==> src/debugPkg.sv <==
package debugPkg;

	typedef logic [7:0] byteT;
	typedef logic [15:0] wordT;   // setup word fields
	typedef logic [31:0] dataT;
	typedef logic [63:0] addrT;   // config address space
	typedef logic [63:0] setupT;
	typedef logic [7:0] errT;

	// bmRequestType for class requests to the debug interface
	localparam byteT ReqTypeSet = 8'h21;   // host to device
	localparam byteT ReqTypeGet = 8'hA1;   // device to host

	localparam byteT ReqSetConfigData = 8'h01;
	localparam byteT ReqSetConfigAddress = 8'h03;
	localparam byteT ReqSetOperatingMode = 8'h05;
	localparam byteT ReqGetConfigAddress = 8'h83;
	localparam byteT ReqGetOperatingMode = 8'h85;
	localparam byteT ReqGetInfo = 8'h87;
	localparam byteT ReqGetError = 8'h88;

	// wValue low byte per target class, vendor codes are rejected
	localparam byteT ClassGlobal = 8'h00;     // with unit 0
	localparam byteT ClassLocal = 8'h02;      // with unit 0
	localparam byteT ClassSpecific = 8'h00;   // with unit nonzero

	localparam errT ErrNone = 8'h00;
	localparam errT ErrInvalidControl = 8'h08;
	localparam errT ErrInvalidRequest = 8'h09;

	typedef enum logic [3:0] {
		Idle,
		Decode,
		SetAddress,
		SetData,
		SetMode,
		GetAddress,
		GetMode,
		GetInfo,
		GetError
	} stateT;

	// bits 1,3,4,7,8: set config data, set/get config address, set/get operating mode
	localparam dataT CapabilityWord = 32'h0000_019A;

endpackage
==> src/debugControl.sv <==
module debugControl #(
	parameter int countWidth = 16
) (
	input logic clk,
	input logic rst,
	input logic enable,
	input debugPkg::setupT setupWord,
	input debugPkg::dataT parameterBlock32,
	input debugPkg::addrT parameterBlock64,
	input debugPkg::dataT operatingModeIn,
	output logic busy,
	output logic targetGlobal,
	output logic targetLocal,
	output logic targetSpecific,
	output debugPkg::byteT debugUnitId,
	output debugPkg::byteT interfaceId,
	output logic writeStrobe,
	output debugPkg::addrT writeAddress,
	output debugPkg::dataT writeData,
	output debugPkg::dataT modeOut,
	output logic readValid,
	output debugPkg::dataT readData32,
	output debugPkg::addrT readData64
);
	import debugPkg::*;

	stateT reqKind;
	stateT selRead;
	logic targetOk;
	wordT wLength;
	logic capture;
	logic loadCount;
	logic stepCount;
	logic lastWord;
	logic loadAddr;
	logic stepAddr;
	logic restoreAddr;
	addrT address;
	logic writeMode;
	logic logError;
	errT errCode;
	logic clearError;

	setupDecoder decoder (
		.clk(clk),
		.rst(rst),
		.enable(enable),
		.capture(capture),
		.setupWord(setupWord),
		.reqKind(reqKind),
		.targetOk(targetOk),
		.wLength(wLength),
		.targetGlobal(targetGlobal),
		.targetLocal(targetLocal),
		.targetSpecific(targetSpecific),
		.debugUnitId(debugUnitId),
		.interfaceId(interfaceId)
	);

	requestFsm #(.countWidth(countWidth)) fsm (
		.clk(clk),
		.rst(rst),
		.enable(enable),
		.reqKind(reqKind),
		.targetOk(targetOk),
		.lastWord(lastWord),
		.capture(capture),
		.loadCount(loadCount),
		.stepCount(stepCount),
		.loadAddr(loadAddr),
		.stepAddr(stepAddr),
		.restoreAddr(restoreAddr),
		.writeMode(writeMode),
		.selRead(selRead),
		.logError(logError),
		.errCode(errCode),
		.clearError(clearError),
		.busy(busy),
		.writeStrobe(writeStrobe),
		.readValid(readValid)
	);

	transferCounter #(.countWidth(countWidth)) counter (
		.clk(clk),
		.rst(rst),
		.enable(enable),
		.loadCount(loadCount),
		.stepCount(stepCount),
		.wLength(wLength),
		.lastWord(lastWord)
	);

	configAddress addrReg (
		.clk(clk),
		.rst(rst),
		.enable(enable),
		.loadAddr(loadAddr),
		.stepAddr(stepAddr),
		.restoreAddr(restoreAddr),
		.parameterBlock64(parameterBlock64),
		.address(address)
	);

	responseRegs response (
		.clk(clk),
		.rst(rst),
		.enable(enable),
		.writeMode(writeMode),
		.selRead(selRead),
		.logError(logError),
		.errCode(errCode),
		.clearError(clearError),
		.address(address),
		.parameterBlock32(parameterBlock32),
		.operatingModeIn(operatingModeIn),
		.modeOut(modeOut),
		.readData32(readData32),
		.readData64(readData64),
		.writeAddress(writeAddress),
		.writeData(writeData)
	);

endmodule

==> src/responseRegs.sv <==
module responseRegs (
	input logic clk,
	input logic rst,
	input logic enable,
	input logic writeMode,
	input debugPkg::stateT selRead,
	input logic logError,
	input debugPkg::errT errCode,
	input logic clearError,
	input debugPkg::addrT address,
	input debugPkg::dataT parameterBlock32,
	input debugPkg::dataT operatingModeIn,
	output debugPkg::dataT modeOut,
	output debugPkg::dataT readData32,
	output debugPkg::addrT readData64,
	output debugPkg::addrT writeAddress,
	output debugPkg::dataT writeData
);
	import debugPkg::*;

	errT errReg;   // last error seen

	always_ff @(posedge clk)
	begin
		if (rst)
		begin
			modeOut <= '0;
			errReg <= ErrNone;
		end
		else if (enable)
		begin
			if (writeMode)
				modeOut <= parameterBlock32;
			if (logError)
				errReg <= errCode;
			else if (clearError)
				errReg <= ErrNone;   // read once then cleared
		end
	end

	always_ff @(posedge clk)
	begin
		if (enable)
		begin
			case (selRead)
				GetAddress: readData64 <= address;
				GetMode: readData32 <= operatingModeIn;
				GetInfo: readData32 <= CapabilityWord;
				GetError: readData32 <= {24'h0, errReg};   // code before the clear
				SetData:
				begin
					writeAddress <= address;   // base + word index
					writeData <= parameterBlock32;
				end
				default: ;
			endcase
		end
	end

endmodule

==> src/configAddress.sv <==
module configAddress (
	input logic clk,
	input logic rst,
	input logic enable,
	input logic loadAddr,
	input logic stepAddr,
	input logic restoreAddr,
	input debugPkg::addrT parameterBlock64,
	output debugPkg::addrT address
);
	logic [63:0] base;   // address to return to after a burst

	always_ff @(posedge clk)
	begin
		if (rst)
		begin
			address <= '0;
			base <= '0;
		end
		else if (enable)
		begin
			if (loadAddr)
				address <= parameterBlock64;
			else if (restoreAddr)
				address <= base;   // last word of the burst
			else if (stepAddr)
				address <= address + 64'd1;

			// base frozen while a burst steps the address
			if (loadAddr)
				base <= parameterBlock64;
			else if (!stepAddr)
				base <= address;
		end
	end

endmodule

==> src/transferCounter.sv <==
module transferCounter #(
	parameter int countWidth = 16
) (
	input logic clk,
	input logic rst,
	input logic enable,
	input logic loadCount,
	input logic stepCount,
	input debugPkg::wordT wLength,
	output logic lastWord
);
	localparam logic [countWidth:0] countOne = 1;

	logic [countWidth:0] count;   // words still to go, one extra bit for wLength+1

	always_ff @(posedge clk)
	begin
		if (rst)
			count <= '0;
		else if (enable)
		begin
			if (loadCount)
				count <= {1'b0, wLength[countWidth-1:0]} + countOne;   // narrow width caps burst
			else if (stepCount)
				count <= count - countOne;
		end
	end

	assign lastWord = (count == countOne);

	noStepAtZero: assert property (@(posedge clk) disable iff (rst)
		(enable && stepCount) |-> (count != '0));

endmodule

==> src/requestFsm.sv <==
module requestFsm #(
	parameter int countWidth = 16
) (
	input logic clk,
	input logic rst,
	input logic enable,
	input debugPkg::stateT reqKind,
	input logic targetOk,
	input logic lastWord,
	output logic capture,
	output logic loadCount,
	output logic stepCount,
	output logic loadAddr,
	output logic stepAddr,
	output logic restoreAddr,
	output logic writeMode,
	output debugPkg::stateT selRead,
	output logic logError,
	output debugPkg::errT errCode,
	output logic clearError,
	output logic busy,
	output logic writeStrobe,
	output logic readValid
);
	import debugPkg::*;

	localparam int maxBurst = 2 ** countWidth;   // longest burst the counter can load

	stateT state;
	stateT nextState;
	logic badRequest;
	logic isGet;
	logic [countWidth:0] burstLen;   // enabled cycles spent in SetData so far

	assign badRequest = (reqKind == Idle);
	assign isGet = (state == GetAddress) || (state == GetMode)
		|| (state == GetInfo) || (state == GetError);

	always_comb
	begin
		nextState = Idle;
		case (state)
			Idle: nextState = Decode;   // setup word sampled on this edge
			Decode:
			begin
				if (badRequest || !targetOk)
					nextState = Idle;
				else
					nextState = reqKind;
			end
			SetData: nextState = lastWord ? Idle : SetData;
			default: nextState = Idle;   // single-cycle commands
		endcase
	end

	always_ff @(posedge clk)
	begin
		if (rst)
			state <= Idle;
		else if (enable)
			state <= nextState;
	end

	assign capture = (state == Idle);
	assign loadCount = (state == Decode);
	assign stepCount = (state == SetData);
	assign loadAddr = (state == SetAddress);
	assign stepAddr = (state == SetData);
	assign restoreAddr = (state == SetData) && lastWord;   // back to base after last word
	assign writeMode = (state == SetMode);
	assign selRead = state;
	assign clearError = (state == GetError);

	// unknown request wins over a bad target
	assign logError = (state == Decode) && (badRequest || !targetOk);
	assign errCode = badRequest ? ErrInvalidRequest : ErrInvalidControl;

	assign busy = (state != Idle) && (state != Decode);

	// strobes line up with the registered write and read data
	always_ff @(posedge clk)
	begin
		if (rst)
		begin
			writeStrobe <= 1'b0;
			readValid <= 1'b0;
		end
		else
		begin
			writeStrobe <= enable && (state == SetData);
			readValid <= enable && isGet;
		end
	end

	always_ff @(posedge clk)
	begin
		if (rst)
			burstLen <= '0;
		else if (enable)
			burstLen <= (state == SetData) ? burstLen + 1'b1 : '0;
	end

	// busy only ever starts out of Decode
	busyFromDecode: assert property (@(posedge clk) disable iff (rst)
		busy |-> (state != Idle) && ($past(busy) || $past(state) == Decode));

	// the counter must end every burst within its capacity
	burstBound: assert property (@(posedge clk) disable iff (rst)
		(state == SetData) |-> (burstLen < maxBurst));

endmodule

==> src/setupDecoder.sv <==
module setupDecoder (
	input logic clk,
	input logic rst,
	input logic enable,
	input logic capture,
	input debugPkg::setupT setupWord,
	output debugPkg::stateT reqKind,
	output logic targetOk,
	output debugPkg::wordT wLength,
	output logic targetGlobal,
	output logic targetLocal,
	output logic targetSpecific,
	output debugPkg::byteT debugUnitId,
	output debugPkg::byteT interfaceId
);
	import debugPkg::*;

	byteT reqType;
	byteT request;
	byteT classCode;   // wValue low byte
	byteT unitId;      // wIndex high byte
	logic unitZero;

	assign classCode = setupWord[39:32];
	assign unitId = setupWord[31:24];
	assign unitZero = (unitId == 8'h00);

	always_ff @(posedge clk)
	begin
		if (rst)
		begin
			targetGlobal <= 1'b0;
			targetLocal <= 1'b0;
			targetSpecific <= 1'b0;
			debugUnitId <= '0;
			interfaceId <= '0;
		end
		else if (enable && capture)
		begin
			targetGlobal <= unitZero && (classCode == ClassGlobal);
			targetLocal <= unitZero && (classCode == ClassLocal);
			targetSpecific <= !unitZero && (classCode == ClassSpecific);
			debugUnitId <= unitId;
			interfaceId <= setupWord[23:16];
		end
	end

	always_ff @(posedge clk)
	begin
		if (enable && capture)
		begin
			reqType <= setupWord[63:56];
			request <= setupWord[55:48];
			wLength <= setupWord[15:0];   // burst is wLength+1 words
		end
	end

	// pick the command state, Idle marks an unknown request
	always_comb
	begin
		reqKind = Idle;
		if (reqType == ReqTypeSet)
		begin
			case (request)
				ReqSetConfigData: reqKind = SetData;
				ReqSetConfigAddress: reqKind = SetAddress;
				ReqSetOperatingMode: reqKind = SetMode;
				default: reqKind = Idle;
			endcase
		end
		else if (reqType == ReqTypeGet)
		begin
			case (request)
				ReqGetConfigAddress: reqKind = GetAddress;
				ReqGetOperatingMode: reqKind = GetMode;
				ReqGetInfo: reqKind = GetInfo;
				ReqGetError: reqKind = GetError;
				default: reqKind = Idle;
			endcase
		end
	end

	assign targetOk = targetGlobal || targetLocal || targetSpecific;

	oneTarget: assert property (@(posedge clk) disable iff (rst)
		$onehot0({targetGlobal, targetLocal, targetSpecific}));

endmodule

==> config.mk <==
export PLATFORM = sky130hd
export DESIGN_NAME = debugControl
export DESIGN_NICKNAME = d
export VERILOG_FILES = /design/src/debugPkg.sv /design/src/debugControl.sv /design/src/responseRegs.sv /design/src/configAddress.sv /design/src/transferCounter.sv /design/src/requestFsm.sv /design/src/setupDecoder.sv
export SDC_FILE = /design/constraint.sdc
export NUM_CORES = 1
export LEC_CHECK = 0
export BUFFER_PORTS_ARGS = -buffer_cell sky130_fd_sc_hd__buf_2
export CAP_MARGIN = 20
export CORE_ASPECT_RATIO = 2
export CORE_MARGIN = 3
export CORE_UTILIZATION = 50
export CTS_BUF_LIST = sky130_fd_sc_hd__clkbuf_16
export CTS_CLUSTER_DIAMETER = 60
export DETAILED_ROUTE_END_ITERATION = 6
export HOLD_SLACK_MARGIN = 0.12
export PLACE_DENSITY = 0.81
export SYNTH_ARGS = -nofsm -noshare
export SYNTH_HDL_FRONTEND = slang
export SYNTH_HIERARCHICAL = 1
export SYNTH_SLANG_ARGS = --single-unit
export TNS_END_PERCENT = 20
==> constraint.sdc <==
create_clock -name clk -period 30.4 [get_ports clk]
set_clock_uncertainty 0.15 [all_clocks]
set_input_delay 4.56 -clock clk [delete_from_list [all_inputs] [get_ports clk]]
set_output_delay 4.56 -clock clk [all_outputs]
set_load 0.02 [all_outputs]
### After elaboration in Yosys (flattened, before gate mapping)

Cells that the tools add are included.

* flip-flop bits (word level): 434
* bits of input ports: 195
* output and inout port bits: 246

* add/sub/neg operators: 3
* eq/ne operators: 21
* multiplexer cells: 18
* reductions and logical operators: 34

Operators by type and width (number)
* 64-bit two-way mux: 5
* 32-bit case mux with 3 select lines: 1
* 64-bit by 1-bit adder with 64-bit output, second input constant: 1
* 8-bit equality test, second input constant: 5
* 17-bit two-way mux: 2
* 16-bit by 1-bit adder with 17-bit output, second input constant: 1
* 17-bit by 1-bit equality test with 1-bit output, second input constant: 1
* 17-bit by 1-bit subtractor with 17-bit output, second input constant: 1
* 4-bit by 3-bit equality test with 1-bit output, second input constant: 4
* 8-bit by 2-bit equality test with 1-bit output, second input constant: 2
* 8-bit logical NOT: 2
* 8-bit two-way mux: 2
* 4-bit case mux with 4 select lines: 1
* 2-bit AND reduction: 8
* 4-bit two-way mux: 3
* 4-bit case mux with 3 select lines: 1
* 1-bit logical AND: 9
* 3-bit case mux with 3 select lines: 1
* 4-bit by 2-bit equality test with 1-bit output, second input constant: 2
* 8-bit by 1-bit equality test with 1-bit output, second input constant: 1
* 8-bit by 3-bit equality test with 1-bit output, second input constant: 1
* 8-bit by 6-bit equality test with 1-bit output, second input constant: 1
* 4-bit logical NOT: 2
* 1-bit logical OR: 6
* 10 further kinds: 13

### Depth between registers and ports, before layout

Gate-level depths: netlist of run 1.

* depth after elaboration: 9
* gate-level depth with buffers: 13
* mapped depth without buffers: 10

### Hierarchy

Netlist of run 1, hierarchy kept.

By module, submodules not included
* configAddress: instances 1, cells an instance 1012, area an instance 7647.3 µm²
* responseRegs: instances 1, cells an instance 424, area an instance 7547.2 µm²
* setupDecoder: instances 1, cells an instance 138, area an instance 1790.5 µm²
* transferCounter: instances 1, cells an instance 184, area an instance 1361.3 µm²
* requestFsm: instances 1, cells an instance 55, area an instance 466.7 µm²

### Worst setup path after synthesis of run 1

OpenSTA, ideal clock, no wires.

* kind: in2reg
* start point: in enable
* end point: reg response.writeAddress[0] (enable)
* setup time: 0.820 ns
* arrival: 14.424 ns
* data required time: 29.430 ns
* setup slack: 15.006 ns
* stages: 2
* path through: nand2_1 > nor4b_1

* cells in the longest elaborated chain, start to end: 1

RTL lines
* start: declaration: line debugControl.sv:6 `input logic enable,`
* 2-bit AND reduction (no source line)
* end signal: assignment: line responseRegs.sv:52 `writeAddress <= address;`
* end: declaration: line responseRegs.sv:16 `output debugPkg::addrT writeAddress,`

No other way between the ends.
A chain may end at the register's enable or synchronous reset.

### Worst setup path in the final report of run 1

* start point: in enable
* end point: reg addrReg.base[37]

* cells in the longest elaborated chain, start to end: 1

RTL lines
* 2-bit AND reduction (no source line)
* end signal: assignment: line configAddress.sv:31 `base <= parameterBlock64;`
* end signal: assignment: line configAddress.sv:33 `base <= address;`
* end: declaration: line configAddress.sv:11 `logic [63:0] base;`

No other way between the ends.

==> results.tsv, run 1 <==
stage	metric	value	unit
timing	RSZ-0062 raised after global routing	no	
min_path	Hold Path Sink	response/modeOut[14]	
critical_path	CP required	30.68	ns
placed_design	Buffers on Ports	432	
placed_design	HPWL Detailed	39.19	mm
clocking	CTS Buf Count	39	
timing	fin crit period	6.973	ns
logic_synthesis	Synth Flop Type	edfxtp_1	
critical_path	origin of the critical flop-to-flop path	fsm/selRead[1]	
timing	Fin. Hold Viols	0	
logic_synthesis	Yosys warnings	6	
timing	final setup violation count	0	
die	Die Span Y	280.3	um
final_layout	layout cells sized above 1	25.37	%
die	Die Footprint	40130	um2
status	run status	finished clean	
clocking	clock transition at the registers of the reported paths	0.07	ns
timing	Peak Freq	143.4	MHz
final_layout	fill count	2951	
logic_synthesis	Seq/Total Area, Yosys	58.10	%
timing	setup_tns	0	ns
pwr	Tot Pwr	1191	uW
drt	Iter 0 DRT Violations	1285	
die	Ports	441	
global_route	vias in the first global route	15970	
die	Placeable Area	36790	um2
critical_path	FF-to-FF End	addrReg/base[37]	
pwr	Clk pwr share	41.4	%
final_layout	Core Util, Final	61.18	%
placed_design	RePlAce Congestion	0.9000	
global_route	Total GRT Usage	26.96	%
logic_synthesis	Synth cell types	92	
pwr	Sw Ratio	22.73	%
critical_path	WP data arrival	7.25	ns
drt	via count	16150	
clocking	Bufs on Longest Clock Path	3	
critical_path	critical path endpoint category	flop	
critical_path	most frequent CP cell	buf_4	
drt	Routed Antenna Nets	0	
drt	Initial DRT Pass Iterations	6	
drt	WL final	56.34	mm
critical_path	Worst path slowest cell	buf_4	
clocking	clock latency on the worst-skew pair	0.53	ns
critical_path	critical path's largest stage delay	0.91	ns
pwr	Flop pwr share	53.1	%
critical_path	crit path kind	input port to flop	
placed_design	DP Area	21190	um2
timing	pin slew with the least headroom to its limit	1.050	ns
pwr	switching pwr	270.8	uW
clocking	TritonCTS clock tree	built	
critical_path	worst path buffer plus inverter count	3	
timing	final worst-path cycle share	22.94	%
critical_path	R2R setup slack	25.49	ns
logic_synthesis	Seq cells post-synth	434	
clocking	post-CTS resize count	0	
drt	wire per inst	21.02	um
placed_design	post-place setup slack	22.93	ns
global_route	first-pass GRT wire length	86.06	mm
pwr	Power Dens Cells	52.92	nW/um2
global_route	pin count of the biggest net entering global routing	143	
min_path	hold_sp	response/modeOut[14]	
critical_path	CP Launch Type	input port	
clocking	cts hold-fix bufs	0	
timing	final worst slack	23.43	ns
flow_run	max_cap viols	0	
clocking	root buffer cell	clkbuf_16	
clocking	Clock Sinks	434	
min_path	Hold Path Cell Cnt	2	
pwr	Peak supply drop	0.00005037	V
pwr	Int Pwr	920.3	uW
pwr	Pleak	0.008466	uW
drt	DRC	0	
logic_synthesis	Post-Synthesis Cells	1813	
final_layout	cell area after layout	22510	um2
min_path	min-delay worst type	flop to flop	
die	Placement Rows	99	
critical_path	worst-path fanout max	93	
clocking	CTS H-Tree Depth	2	
die	initial core utilization	51.14	%
critical_path	delay-heaviest family, CP	buffers and inverters	
final_layout	Area growth syn-to-layout	19.65	%
drt	via/cell ratio	6.026	
pwr	Comb pwr share	5.4	%
logic_synthesis	mean area per synthesized cell	10.38	um2
logic_synthesis	top cells by area, synth	edfxtp_1 (36%), dfxtp_1 (22%), nand2_1 (4.9%)	
final_layout	fin nets	2379	
global_route	initial antenna violation count	17	
global_route	total gr overflow	0	
logic_synthesis	async set or reset register ratio after synthesis	0	%
logic_synthesis	cell taking the most area after synthesis	edfxtp_1	
logic_synthesis	Post-synth top cells	nand2_1 (247), edfxtp_1 (224), dfxtp_1 (210)	
logic_synthesis	Yosys top cell area share	35.75	%
clocking	post-CTS setup repair buffer count	0	
timing	max-slew violations	0	
logic_synthesis	synthesized area	18810	um2
critical_path	Reg2Reg Depth	9	
timing	relative slew slack	30.02	%
die	Die W	143.2	um
critical_path	crit path cell chain	buf_2, buf_4, a21boi_4, buf_4, nor2_1, a311oi_1	
logic_synthesis	most common cell in the synthesized netlist	nand2_1	
logic_synthesis	Post-synth EDFFs	224	
==> layout by cell type, fill, tap and decap left out, drive strengths merged, types with 12 or more instances in the layout <==
cell / instances
nor3: 37
a21oi: 128
nand3: 47
buf: 455
diode: 15
xnor2: 22
mux2i: 47
and2: 32
and3: 15
nor4: 32
nand4: 44
clkinv: 13
clkbuf: 42
a311oi: 43
a22oi: 33
o211ai: 16
inv: 32
a31oi: 12
o21ai: 99
edfxtp: 224
a211oi: 44
dfxtp: 210
nor2: 179
nand2: 247
==> area by class of cell <==
class	instances	area (um2)	share of cell area, %
inverter	22	82.58	0.3669
tap	454	568.0	2.524
clock inverter	30	231.5	1.028
clock buffer	42	1051	4.669
sequential	434	10930	48.56
timing repair buffer	455	2354	10.46
multi-input combinational	1228	7254	32.23
antenna	15	37.54	0.1668
==> cell families (layout without fill, tap and decap cells) <==
group	Yosys count	in the layout	share of synthesized area, %
simple gates	692	692	18.40
compound gates	448	448	15.60
other cells	2	22	0.03992
fa+ha+maj	4	4	0.2660
flops	434	434	58.10
mux	47	47	2.501
xor+xnor	30	30	1.397
buf+inv	156	549	3.698
==> tightest hold or removal path, cell delays in order, from the launching register on <==
cell     delay, ns
dfxtp_1       0.31
nand2_1       0.05
a21oi_1       0.05
==> power groups by stage <==
stage	registers [uW]	clock network [uW]	logic, uW
global placement	645	0	61.6
finish	633	494	64.8
global route	634	522	71.1
detailed placement	645	0	63.6
floorplan	644	0	37.3
CTS	632	500	64.1
==> layer usage <==
metal / vias up / GRT usage (%) / part of all wire (%)
met1: 7754 / 29.10 / 34
met5: - / 0 / 0.075
li1: 7438 / - / -
met3: 181 / 4.162 / 6.3
met2: 770 / 49.40 / 53
met4: 6 / 14.83 / 5.8
==> worst max-delay path by stage <==
stage | from | endpoint | cells past startpoint
6_report | enable | addrReg/base[37] | 6
5_1_grt | enable | addrReg/base[37] | 6
4_1_cts | enable | addrReg/base[37] | 6
3_5_place_dp | enable | addrReg/base[37] | 6
3_3_place_gp | enable | addrReg/base[62] | 6
2_1_floorplan | enable | response/writeAddress[0] | 2
==> registers in the layout (all words and copies together) (netlist names) <==
signal	count
decoder/targetLocal	1
decoder/targetSpecific	1
response/modeOut	32
decoder/reqType	8
response/readData32	32
fsm/selRead	4
decoder/request	8
decoder/debugUnitId	8
fsm/readValid	1
counter/count	17
decoder/wLength	16
fsm/writeStrobe	1
addrReg/base	64
response/errReg	8
response/writeAddress	64
response/readData64	64
decoder/targetGlobal	1
decoder/interfaceId	8
response/writeData	32
addrReg/address	64
==> metrics by stage <==
| step | hold WS (ns) | std cells |
|---|---|---|
| after CTS | 0.3063 | 2665 |
| after detailed placement | 0.2972 | 2593 |
| after global routing | 0.3206 | 2677 |
| final | 0.3054 | 2680 |
| after global placement | 0.2896 | 2593 |
| after floorplan | 0.2702 | 1818 |
(Power assumes the default switching activity.)
==> run 2: changes to the inputs <==
--- a/config.mk
+++ b/config.mk
@@ -5,6 +5,7 @@
 export SDC_FILE = /design/constraint.sdc
 export NUM_CORES = 1
 export LEC_CHECK = 0
+export ABC_AREA = 1
 export BUFFER_PORTS_ARGS = -buffer_cell sky130_fd_sc_hd__buf_2
 export CAP_MARGIN = 20
 export CORE_ASPECT_RATIO = 2
==> constraint.sdc (replaced) <==
create_clock -name clk -period 7.1 [get_ports clk]
set_clock_uncertainty 0.15 [all_clocks]
set_input_delay 1.065 -clock clk [delete_from_list [all_inputs] [get_ports clk]]
set_output_delay 1.065 -clock clk [all_outputs]
set_load 0.02 [all_outputs]
==> run 2 against run 1 <==
Via count grew 10%. Cell count increased by 21%. Die area increased by 5.4%. Non-clock buffer count fell by 6. Routed wire length up 11%. Core utilization decreased by 0.67 points. Clock-buffer cell count fell by 2. Combinational power rose to 4.6 times the previous value. Register-to-register slack worse by 23 ns. Sequential power increased to 4.3 times the previous value. Critical path depth is 4 higher. Largest cell class unchanged.
==> results.tsv, run 2 <==
stage	metric	value	unit	change
status	run status	finished clean		unchanged
timing	setup_tns	0	ns	unchanged
clocking	cts hold-fix bufs	0		unchanged
placed_design	RePlAce Congestion	1.014		was 0.9000
pwr	Int Pwr	3928	uW	was 920.3 uW
die	Die Footprint	42280	um2	was 40130 um2
global_route	pin count of the biggest net entering global routing	129		was 143
pwr	Tot Pwr	5113	uW	was 1191 uW
critical_path	critical path depth	10		was 6
placed_design	Buffers on Ports	432		unchanged
timing	max-slew violations	0		unchanged
logic_synthesis	Post-Synthesis Cells	2297		was 1813
drt	WL final	62.28	mm	was 56.34 mm
critical_path	crit path cell chain	inv_1, nor3_2, buf_4, inv_2, buf_4, a21oi_4, buf_4, buf_4, o21ai_0, a31oi_1		was buf_2, buf_4, a21boi_4, buf_4, nor2_1, a311oi_1
critical_path	WP data arrival	4.56	ns	was 7.25 ns
timing	relative slew slack	22.82	%	was 30.02%
timing	pin slew with the least headroom to its limit	1.158	ns	was 1.050 ns
die	Die W	146.9	um	was 143.2 um
clocking	Bufs on Longest Clock Path	3		unchanged
timing	fin crit period	4.240	ns	
placed_design	post-place setup slack	2.909	ns	was 22.93 ns
timing	RSZ-0062 raised after global routing	no		unchanged
logic_synthesis	Seq cells post-synth	434		unchanged
clocking	clock transition at the registers of the reported paths	0.08	ns	was 0.07 ns
pwr	Flop pwr share	52.7	%	was 53.1%
drt	Initial DRT Pass Iterations	7		was 6
pwr	Sw Ratio	23.18	%	was 22.73%
critical_path	critical path endpoint category	flop		unchanged
die	Die Span Y	287.8	um	was 280.3 um
drt	DRC	0		unchanged
critical_path	crit path capture	addrReg/base[9]		was addrReg/base[37]
min_path	min-delay worst type	flop to flop		unchanged
logic_synthesis	Seq/Total Area, Yosys	55.05	%	was 58.10%
drt	wire per inst	19.19	um	was 21.02 um
clocking	root buffer cell	clkbuf_16		unchanged
drt	Iter 0 DRT Violations	1218		was 1285
critical_path	worst path buffer plus inverter count	6		was 3
critical_path	worst-path fanout max	88		was 93
pwr	Comb pwr share	5.8	%	was 5.4%
drt	via/cell ratio	5.474		was 6.026
critical_path	critical path's largest stage delay	0.65	ns	was 0.91 ns
global_route	first-pass GRT wire length	93.43	mm	was 86.06 mm
die	Placeable Area	38920	um2	was 36790 um2
clocking	post-CTS setup repair buffer count	0		unchanged
logic_synthesis	Yosys warnings	6		unchanged
critical_path	FF-to-FF End	addrReg/base[9]		was addrReg/base[37]
die	initial core utilization	51.01	%	was 51.14%
logic_synthesis	mean area per synthesized cell	8.644	um2	was 10.38 um2
critical_path	most frequent CP cell	buf_4		unchanged
final_layout	most frequent cells in the layout	nand2_1 (532), buf_2 (432), nor2_1 (296)		was buf_2 (431), nand2_1 (247), edfxtp_1 (224)
pwr	Power Dens Cells	217.1	nW/um2	was 52.92 nW/um2
timing	Peak Freq	235.9	MHz	
timing	final setup violation count	0		unchanged
critical_path	CP startpoint	fsm/selRead[1]		was enable
critical_path	CP Launch Type	flop		was input port
global_route	Total GRT Usage	27.92	%	was 26.96%
pwr	Peak supply drop	0.0001800	V	was 0.00005037 V
global_route	total gr overflow	0		unchanged
timing	final worst slack	2.860	ns	was 23.43 ns
critical_path	origin of the critical flop-to-flop path	fsm/selRead[1]		unchanged
placed_design	placed cell count	3155		was 2593
logic_synthesis	synthesized area	19860	um2	was 18810 um2
pwr	Pleak	0.009315	uW	was 0.008466 uW
logic_synthesis	Yosys top cell area share	33.88	%	was 35.75%
drt	via count	17760		was 16150
clocking	Clock Sinks	434		unchanged
placed_design	DP Area	22230	um2	was 21190 um2
final_layout	cell area after layout	23560	um2	was 22510 um2
logic_synthesis	Synth Flop Type	edfxtp_1		unchanged
die	Ports	441		unchanged
clocking	post-CTS resize count	0		unchanged
final_layout	fill count	3271		was 2951
timing	Fin. Hold Viols	0		unchanged
placed_design	HPWL Detailed	44.51	mm	was 39.19 mm
timing	final worst-path cycle share	59.72	%	
logic_synthesis	Post-synth EDFFs	224		unchanged
drt	Routed Antenna Nets	0		unchanged
clocking	clock latency on the worst-skew pair	0.55	ns	was 0.53 ns
clocking	CTS Buf Count	39		unchanged
logic_synthesis	most common cell in the synthesized netlist	nand2_1		unchanged
clocking	CTS H-Tree Depth	2		unchanged
pwr	Clk pwr share	41.5	%	was 41.4%
flow_run	max_cap viols	0		unchanged
critical_path	Worst path slowest cell	buf_4		unchanged
clocking	TritonCTS clock tree	built		unchanged
global_route	vias in the first global route	16930		was 15970
final_layout	Post-Layout Cell Count	3245		was 2680
critical_path	crit path kind	flop to flop		was input port to flop
die	Placement Rows	102		was 99
final_layout	fin nets	2876		was 2379
logic_synthesis	Post-synth top cells	nand2_1 (532), nor2_1 (297), edfxtp_1 (224)		was nand2_1 (247), edfxtp_1 (224), dfxtp_1 (210)
min_path	hold_sp	response/modeOut[22]		was response/modeOut[14]
critical_path	delay-heaviest family, CP	buffers and inverters		unchanged
logic_synthesis	cell taking the most area after synthesis	edfxtp_1		unchanged
global_route	initial antenna violation count	14		was 17
logic_synthesis	async set or reset register ratio after synthesis	0	%	unchanged
critical_path	CP required	7.42	ns	was 30.68 ns
pwr	switching pwr	1185	uW	was 270.8 uW
final_layout	layout cells sized above 1	23.56	%	was 25.37%
critical_path	R2R setup slack	2.86	ns	was 25.49 ns
final_layout	Area growth syn-to-layout	18.63	%	was 19.65%
final_layout	most common cell after layout, fill and taps aside	nand2_1		was buf_2
critical_path	Reg2Reg Depth	10		was 9
logic_synthesis	Synth cell types	45		was 92
logic_synthesis	top cells by area, synth	edfxtp_1 (34%), dfxtp_1 (21%), nand2_1 (10%)		was edfxtp_1 (36%), dfxtp_1 (22%), nand2_1 (4.9%)
-- run 2: changes by cell type in the layout (fill, tap and decap cells not counted), moves of 29 or more --
cell      before  now
a311oi_1      41    0
nand2_1      247  532
inv_1         28  141
nor2_2         1   37
mux2i_1       47    0
nor3_1        35    6
nand3_1       45  103
a211oi_1      44    0
a31oi_1       12   73
a22oi_1       33    0
o21ai_0       96  196
nor2_1       177  296
a21oi_1      127  176
and2_1        32    0
-- run 2: power by group through the flow --
stage | Sequential, uW | Clock, uW | Combinational, uW
finish | 2700 | 2120 | 296
global route | 2700 | 2240 | 328
CTS | 2700 | 2150 | 294
detailed placement | 2750 | 0 | 292
global placement | 2750 | 0 | 283
floorplan | 2750 | 0 | 178
-- run 2: layout make-up --
class	count	area (um2)	share of cell area, %
Sequential cell	434	10930	46.40
Tap cell	520	650.6	2.762
Multi-Input combinational cell	1607	7809	33.15
Clock inverter	32	265.3	1.126
Inverter	146	554.3	2.353
Timing Repair Buffer	449	2302	9.774
Antenna cell	17	42.54	0.1806
Clock buffer	40	1001	4.249
-- run 2: worst min path at each step --
| stage | endpoint | slack [ns] | depth (start not counted) |
|---|---|---|---|
| floorplan | response/errReg[0] | 0.29 | 2 |
| global placement | response/errReg[7] | 0.30 | 2 |
| detailed placement | response/modeOut[30] | 0.30 | 2 |
| CTS | response/modeOut[30] | 0.31 | 2 |
| global route | response/modeOut[7] | 0.33 | 2 |
| finish | response/modeOut[22] | 0.32 | 2 |
-- run 2: routing by layer --
metal  wire, um  vias up  track usage (%)  part of all wire [%]
met4       3982        0            16.96                   6.4
met5          0        -                0                     0
met2      33190      810            51.87                    53
met3       3415      189            3.670                   5.5
met1      21690     8276            29.67                    35
li1           -     8487                -                     -
-- run 2: cell families (layout without fill, tap and decap cells) --
logic type	Yosys count	in the layout	share of synthesized area, %
AOI/OAI and AO/OA	500	500	13.81
xor gates and xnor gates	27	27	1.191
DFF	434	434	55.05
other	2	24	0.03782
buffers and inverters	261	667	5.911
adders and majority gates	4	4	0.2521
and+or+nand+nor	1069	1069	23.74
-- run 2: metrics by stage --
step | hold WS, ns | utilization, %
6_report | 0.3155 | 60.51
5_1_grt | 0.3324 | 60.49
4_1_cts | 0.3127 | 60.35
3_5_place_dp | 0.3019 | 57.10
3_3_place_gp | 0.2993 | 57.10
2_1_floorplan | 0.2915 | -
-- run 2: tightest hold or removal path, stage by stage, from the launching register on --
cell     delay [ns]
dfxtp_1        0.31
nand2_1        0.06
a21oi_1        0.05
==> run 3: changes to the inputs <==
--- a/config.mk
+++ b/config.mk
@@ -10,12 +10,12 @@
 export CAP_MARGIN = 20
 export CORE_ASPECT_RATIO = 2
 export CORE_MARGIN = 3
-export CORE_UTILIZATION = 50
+export CORE_UTILIZATION = 49
 export CTS_BUF_LIST = sky130_fd_sc_hd__clkbuf_16
 export CTS_CLUSTER_DIAMETER = 60
 export DETAILED_ROUTE_END_ITERATION = 6
 export HOLD_SLACK_MARGIN = 0.12
-export PLACE_DENSITY = 0.81
+export PLACE_DENSITY = 0.82
 export SYNTH_ARGS = -nofsm -noshare
 export SYNTH_HDL_FRONTEND = slang
 export SYNTH_HIERARCHICAL = 1
==> constraint.sdc (replaced) <==
create_clock -name clk -period 3.5 [get_ports clk]
set_clock_uncertainty 0.15 [all_clocks]
set_input_delay 0.525 -clock clk [delete_from_list [all_inputs] [get_ports clk]]
set_output_delay 0.525 -clock clk [all_outputs]
set_load 0.02 [all_outputs]
==> run 3 against run 2 <==
Routed wire length up 7.1%. First-iteration DRC count rose by 18%. Die area is 2.0% higher. Highest routed layer unchanged. Register-to-register slack lost 2.5 ns. Design area rose by 5.6%. Global-route usage increased by 1.8 points. Flip-flop and latch count did not move. Via count increased by 6.4%. Maximum frequency rose by 35%. Sequential share of layout area decreased by 2.4 points. Power up 100%. Hold slack worse by 0.16 ns.
==> results.tsv, run 3 (synthesized netlist as in run 2, its figures left out) <==
stage	metric	value	unit	change
critical_path	CP required	3.76	ns	was 7.42 ns
critical_path	crit path kind	flop to flop		unchanged
die	Placement Rows	103		was 102
final_layout	most frequent cells in the layout	nand2_1 (532), buf_2 (432), nor2_1 (296)		unchanged
global_route	met2 Resource Use GR	54.09	%	was 51.87%
timing	relative slew slack	38.90	%	was 22.82%
critical_path	CP Launch Type	flop		unchanged
drt	DRC	0		unchanged
final_layout	fin nets	3006		was 2876
clocking	Clock Sinks	434		unchanged
global_route	Total GRT Usage	29.75	%	was 27.92%
placed_design	Buffers on Ports	432		unchanged
pwr	Peak supply drop	0.0003856	V	was 0.0001800 V
critical_path	crit path cell chain	nor2_1, nand2_1, nor4_1, inv_1, nor2_2, inv_4, a31oi_4, inv_2, buf_12, a21oi_1, a21oi_2		was inv_1, nor3_2, buf_4, inv_2, buf_4, a21oi_4, buf_4, buf_4, o21ai_0, a31oi_1
critical_path	origin of the critical flop-to-flop path	counter/count[10]		was fsm/selRead[1]
global_route	met1 Use GR	30.79	%	was 29.67%
clocking	root buffer cell	clkbuf_16		unchanged
timing	fin crit period	3.147	ns	was 4.240 ns
global_route	GRT busiest layer	met2		unchanged
global_route	total gr overflow	0		unchanged
clocking	CTS H-Tree Depth	2		unchanged
placed_design	RePlAce Congestion	1.049		was 1.014
critical_path	critical path's largest stage delay	0.47	ns	was 0.65 ns
drt	Iter 0 DRT Violations	1439		was 1218
timing	final worst-path cycle share	89.91	%	was 59.72%
die	Die Footprint	43120	um2	was 42280 um2
timing	Fin. Hold Viols	0		unchanged
final_layout	most common cell after layout, fill and taps aside	nand2_1		unchanged
min_path	Hold Path Cell Cnt	3		was 2
drt	WL final	66.70	mm	was 62.28 mm
global_route	pin count of the biggest net entering global routing	129		unchanged
clocking	post-CTS resize count	0		unchanged
timing	RSZ-0062 raised after global routing	no		unchanged
timing	max-slew violations	0		unchanged
clocking	clock latency on the worst-skew pair	0.55	ns	about the same
critical_path	Reg2Reg Depth	11		was 10
die	initial core utilization	50.02	%	was 51.01%
global_route	initial antenna violation count	8		was 14
final_layout	layout cells sized above 1	22.66	%	was 23.56%
min_path	min-delay worst type	input port to flop		was flop to flop
timing	pin slew with the least headroom to its limit	0.9165	ns	was 1.158 ns
status	run status	finished clean		unchanged
drt	wire per inst	19.79	um	was 19.19 um
critical_path	worst-path fanout max	44		was 88
drt	Routed Antenna Nets	0		unchanged
final_layout	Area growth syn-to-layout	25.25	%	was 18.63%
pwr	Pleak	0.009851	uW	was 0.009315 uW
clocking	CTS Buf Count	39		unchanged
global_route	vias in the first global route	18420		was 16930
timing	final setup violation count	0		unchanged
drt	Initial DRT Pass Iterations	6		was 7
die	Die W	148.3	um	was 146.9 um
critical_path	Worst path slowest cell	nor4_1		was buf_4
global_route	GR Util met3	3.870	%	was 3.670%
die	Die Span Y	290.7	um	was 287.8 um
final_layout	Post-Layout Cell Count	3371		was 3245
die	Placeable Area	39690	um2	was 38920 um2
global_route	first-pass GRT wire length	101.5	mm	was 93.43 mm
pwr	Power Dens Cells	419.9	nW/um2	was 217.1 nW/um2
clocking	Bufs on Longest Clock Path	3		unchanged
flow_run	max_cap viols	0		unchanged
drt	via/cell ratio	5.608		was 5.474
die	Ports	441		unchanged
placed_design	placed cell count	3162		was 3155
drt	via count	18910		was 17760
critical_path	WP data arrival	3.41	ns	was 4.56 ns
critical_path	critical path endpoint category	flop		unchanged
timing	hold_ws	0.1508	ns	was 0.3155 ns
critical_path	FF-to-FF End	addrReg/address[56]		was addrReg/base[9]
placed_design	HPWL Detailed	45.71	mm	was 44.51 mm
timing	Peak Freq	317.8	MHz	was 235.9 MHz
critical_path	R2R setup slack	0.35	ns	was 2.86 ns
timing	setup_tns	0	ns	unchanged
clocking	clock transition at the registers of the reported paths	0.07	ns	was 0.08 ns
critical_path	CP startpoint	counter/count[10]		was fsm/selRead[1]
critical_path	crit path capture	addrReg/address[56]		was addrReg/base[9]
clocking	TritonCTS clock tree	built		unchanged
## run 3: changes by cell type in the layout (fill, tap and decap cells not counted), sizes merged
cell / previous run / this run
clkbuf: 40 / 42
clkinv: 14 / 15
diode: 17 / 9
bufinv: 3 / 1
dlygate4sd3: 0 / 129
buf: 449 / 450
inv: 157 / 155
## run 3: layout make-up
cell class,instances,area (um2)
clock inverter,29,191.4
clock buffer,42,1051
inverter,146,553.0
antenna,9,22.52
timing repair buffer,579,3638
tap,525,656.9
multi-input combinational,1607,7820
fill,3221,14820
sequential,434,10940
## run 3: power by group
group	switching [uW]	leakage [uW]	internal [uW]
clock network	1950	0.000619	2270
registers	62.7	0.00382	5410
logic	423	0.00541	323
total	2440	0.00985	8010
## run 3: worst min-delay path by stage
stage / slack [ns] / start / end
finish: 0.15 / parameterBlock64[57] / addrReg/base[57]
global route: 0.13 / parameterBlock64[7] / addrReg/address[7]
CTS: 0.12 / parameterBlock64[57] / addrReg/base[57]
detailed placement: 0.30 / response/modeOut[13] / response/modeOut[13]
global placement: 0.30 / response/errReg[1] / response/errReg[1]
floorplan: 0.29 / response/errReg[0] / response/errReg[0]
## run 3: critical path: cells and delay by family, from the launching register on
kind	cells	cell delay [ns]
AND/OR/NAND/NOR	4	1.10
buffers and inverters	4	0.92
flip-flops	1	0.34
AO/OA/AOI/OAI	3	0.50
## run 3: metrics by stage
step,setup slack (ns),utilization [%],instance area [um2],total power (uW)
3_3_place_gp,0.3577,56.16,22290,6157
3_5_place_dp,0.4256,56.21,22310,6183
2_1_floorplan,0.01336,-,19910,5948
6_report,0.3530,62.65,24870,10440
4_1_cts,0.4026,62.60,24850,10460
5_1_grt,0.1412,62.65,24870,10770
## run 3: per-layer routing
| layer | up-vias | routed length (um) |
|---|---|---|
| met5 | - | 0 |
| met4 | 0 | 5531 |
| met3 | 303 | 3763 |
| met2 | 1010 | 35100 |
| met1 | 8855 | 22300 |
| li1 | 8738 | - |
## run 3: timing repair
item                                   CTS  global route
endpoints found under the hold margin  159             0
hold buffers                           129             0
buffers inserted                         0             0
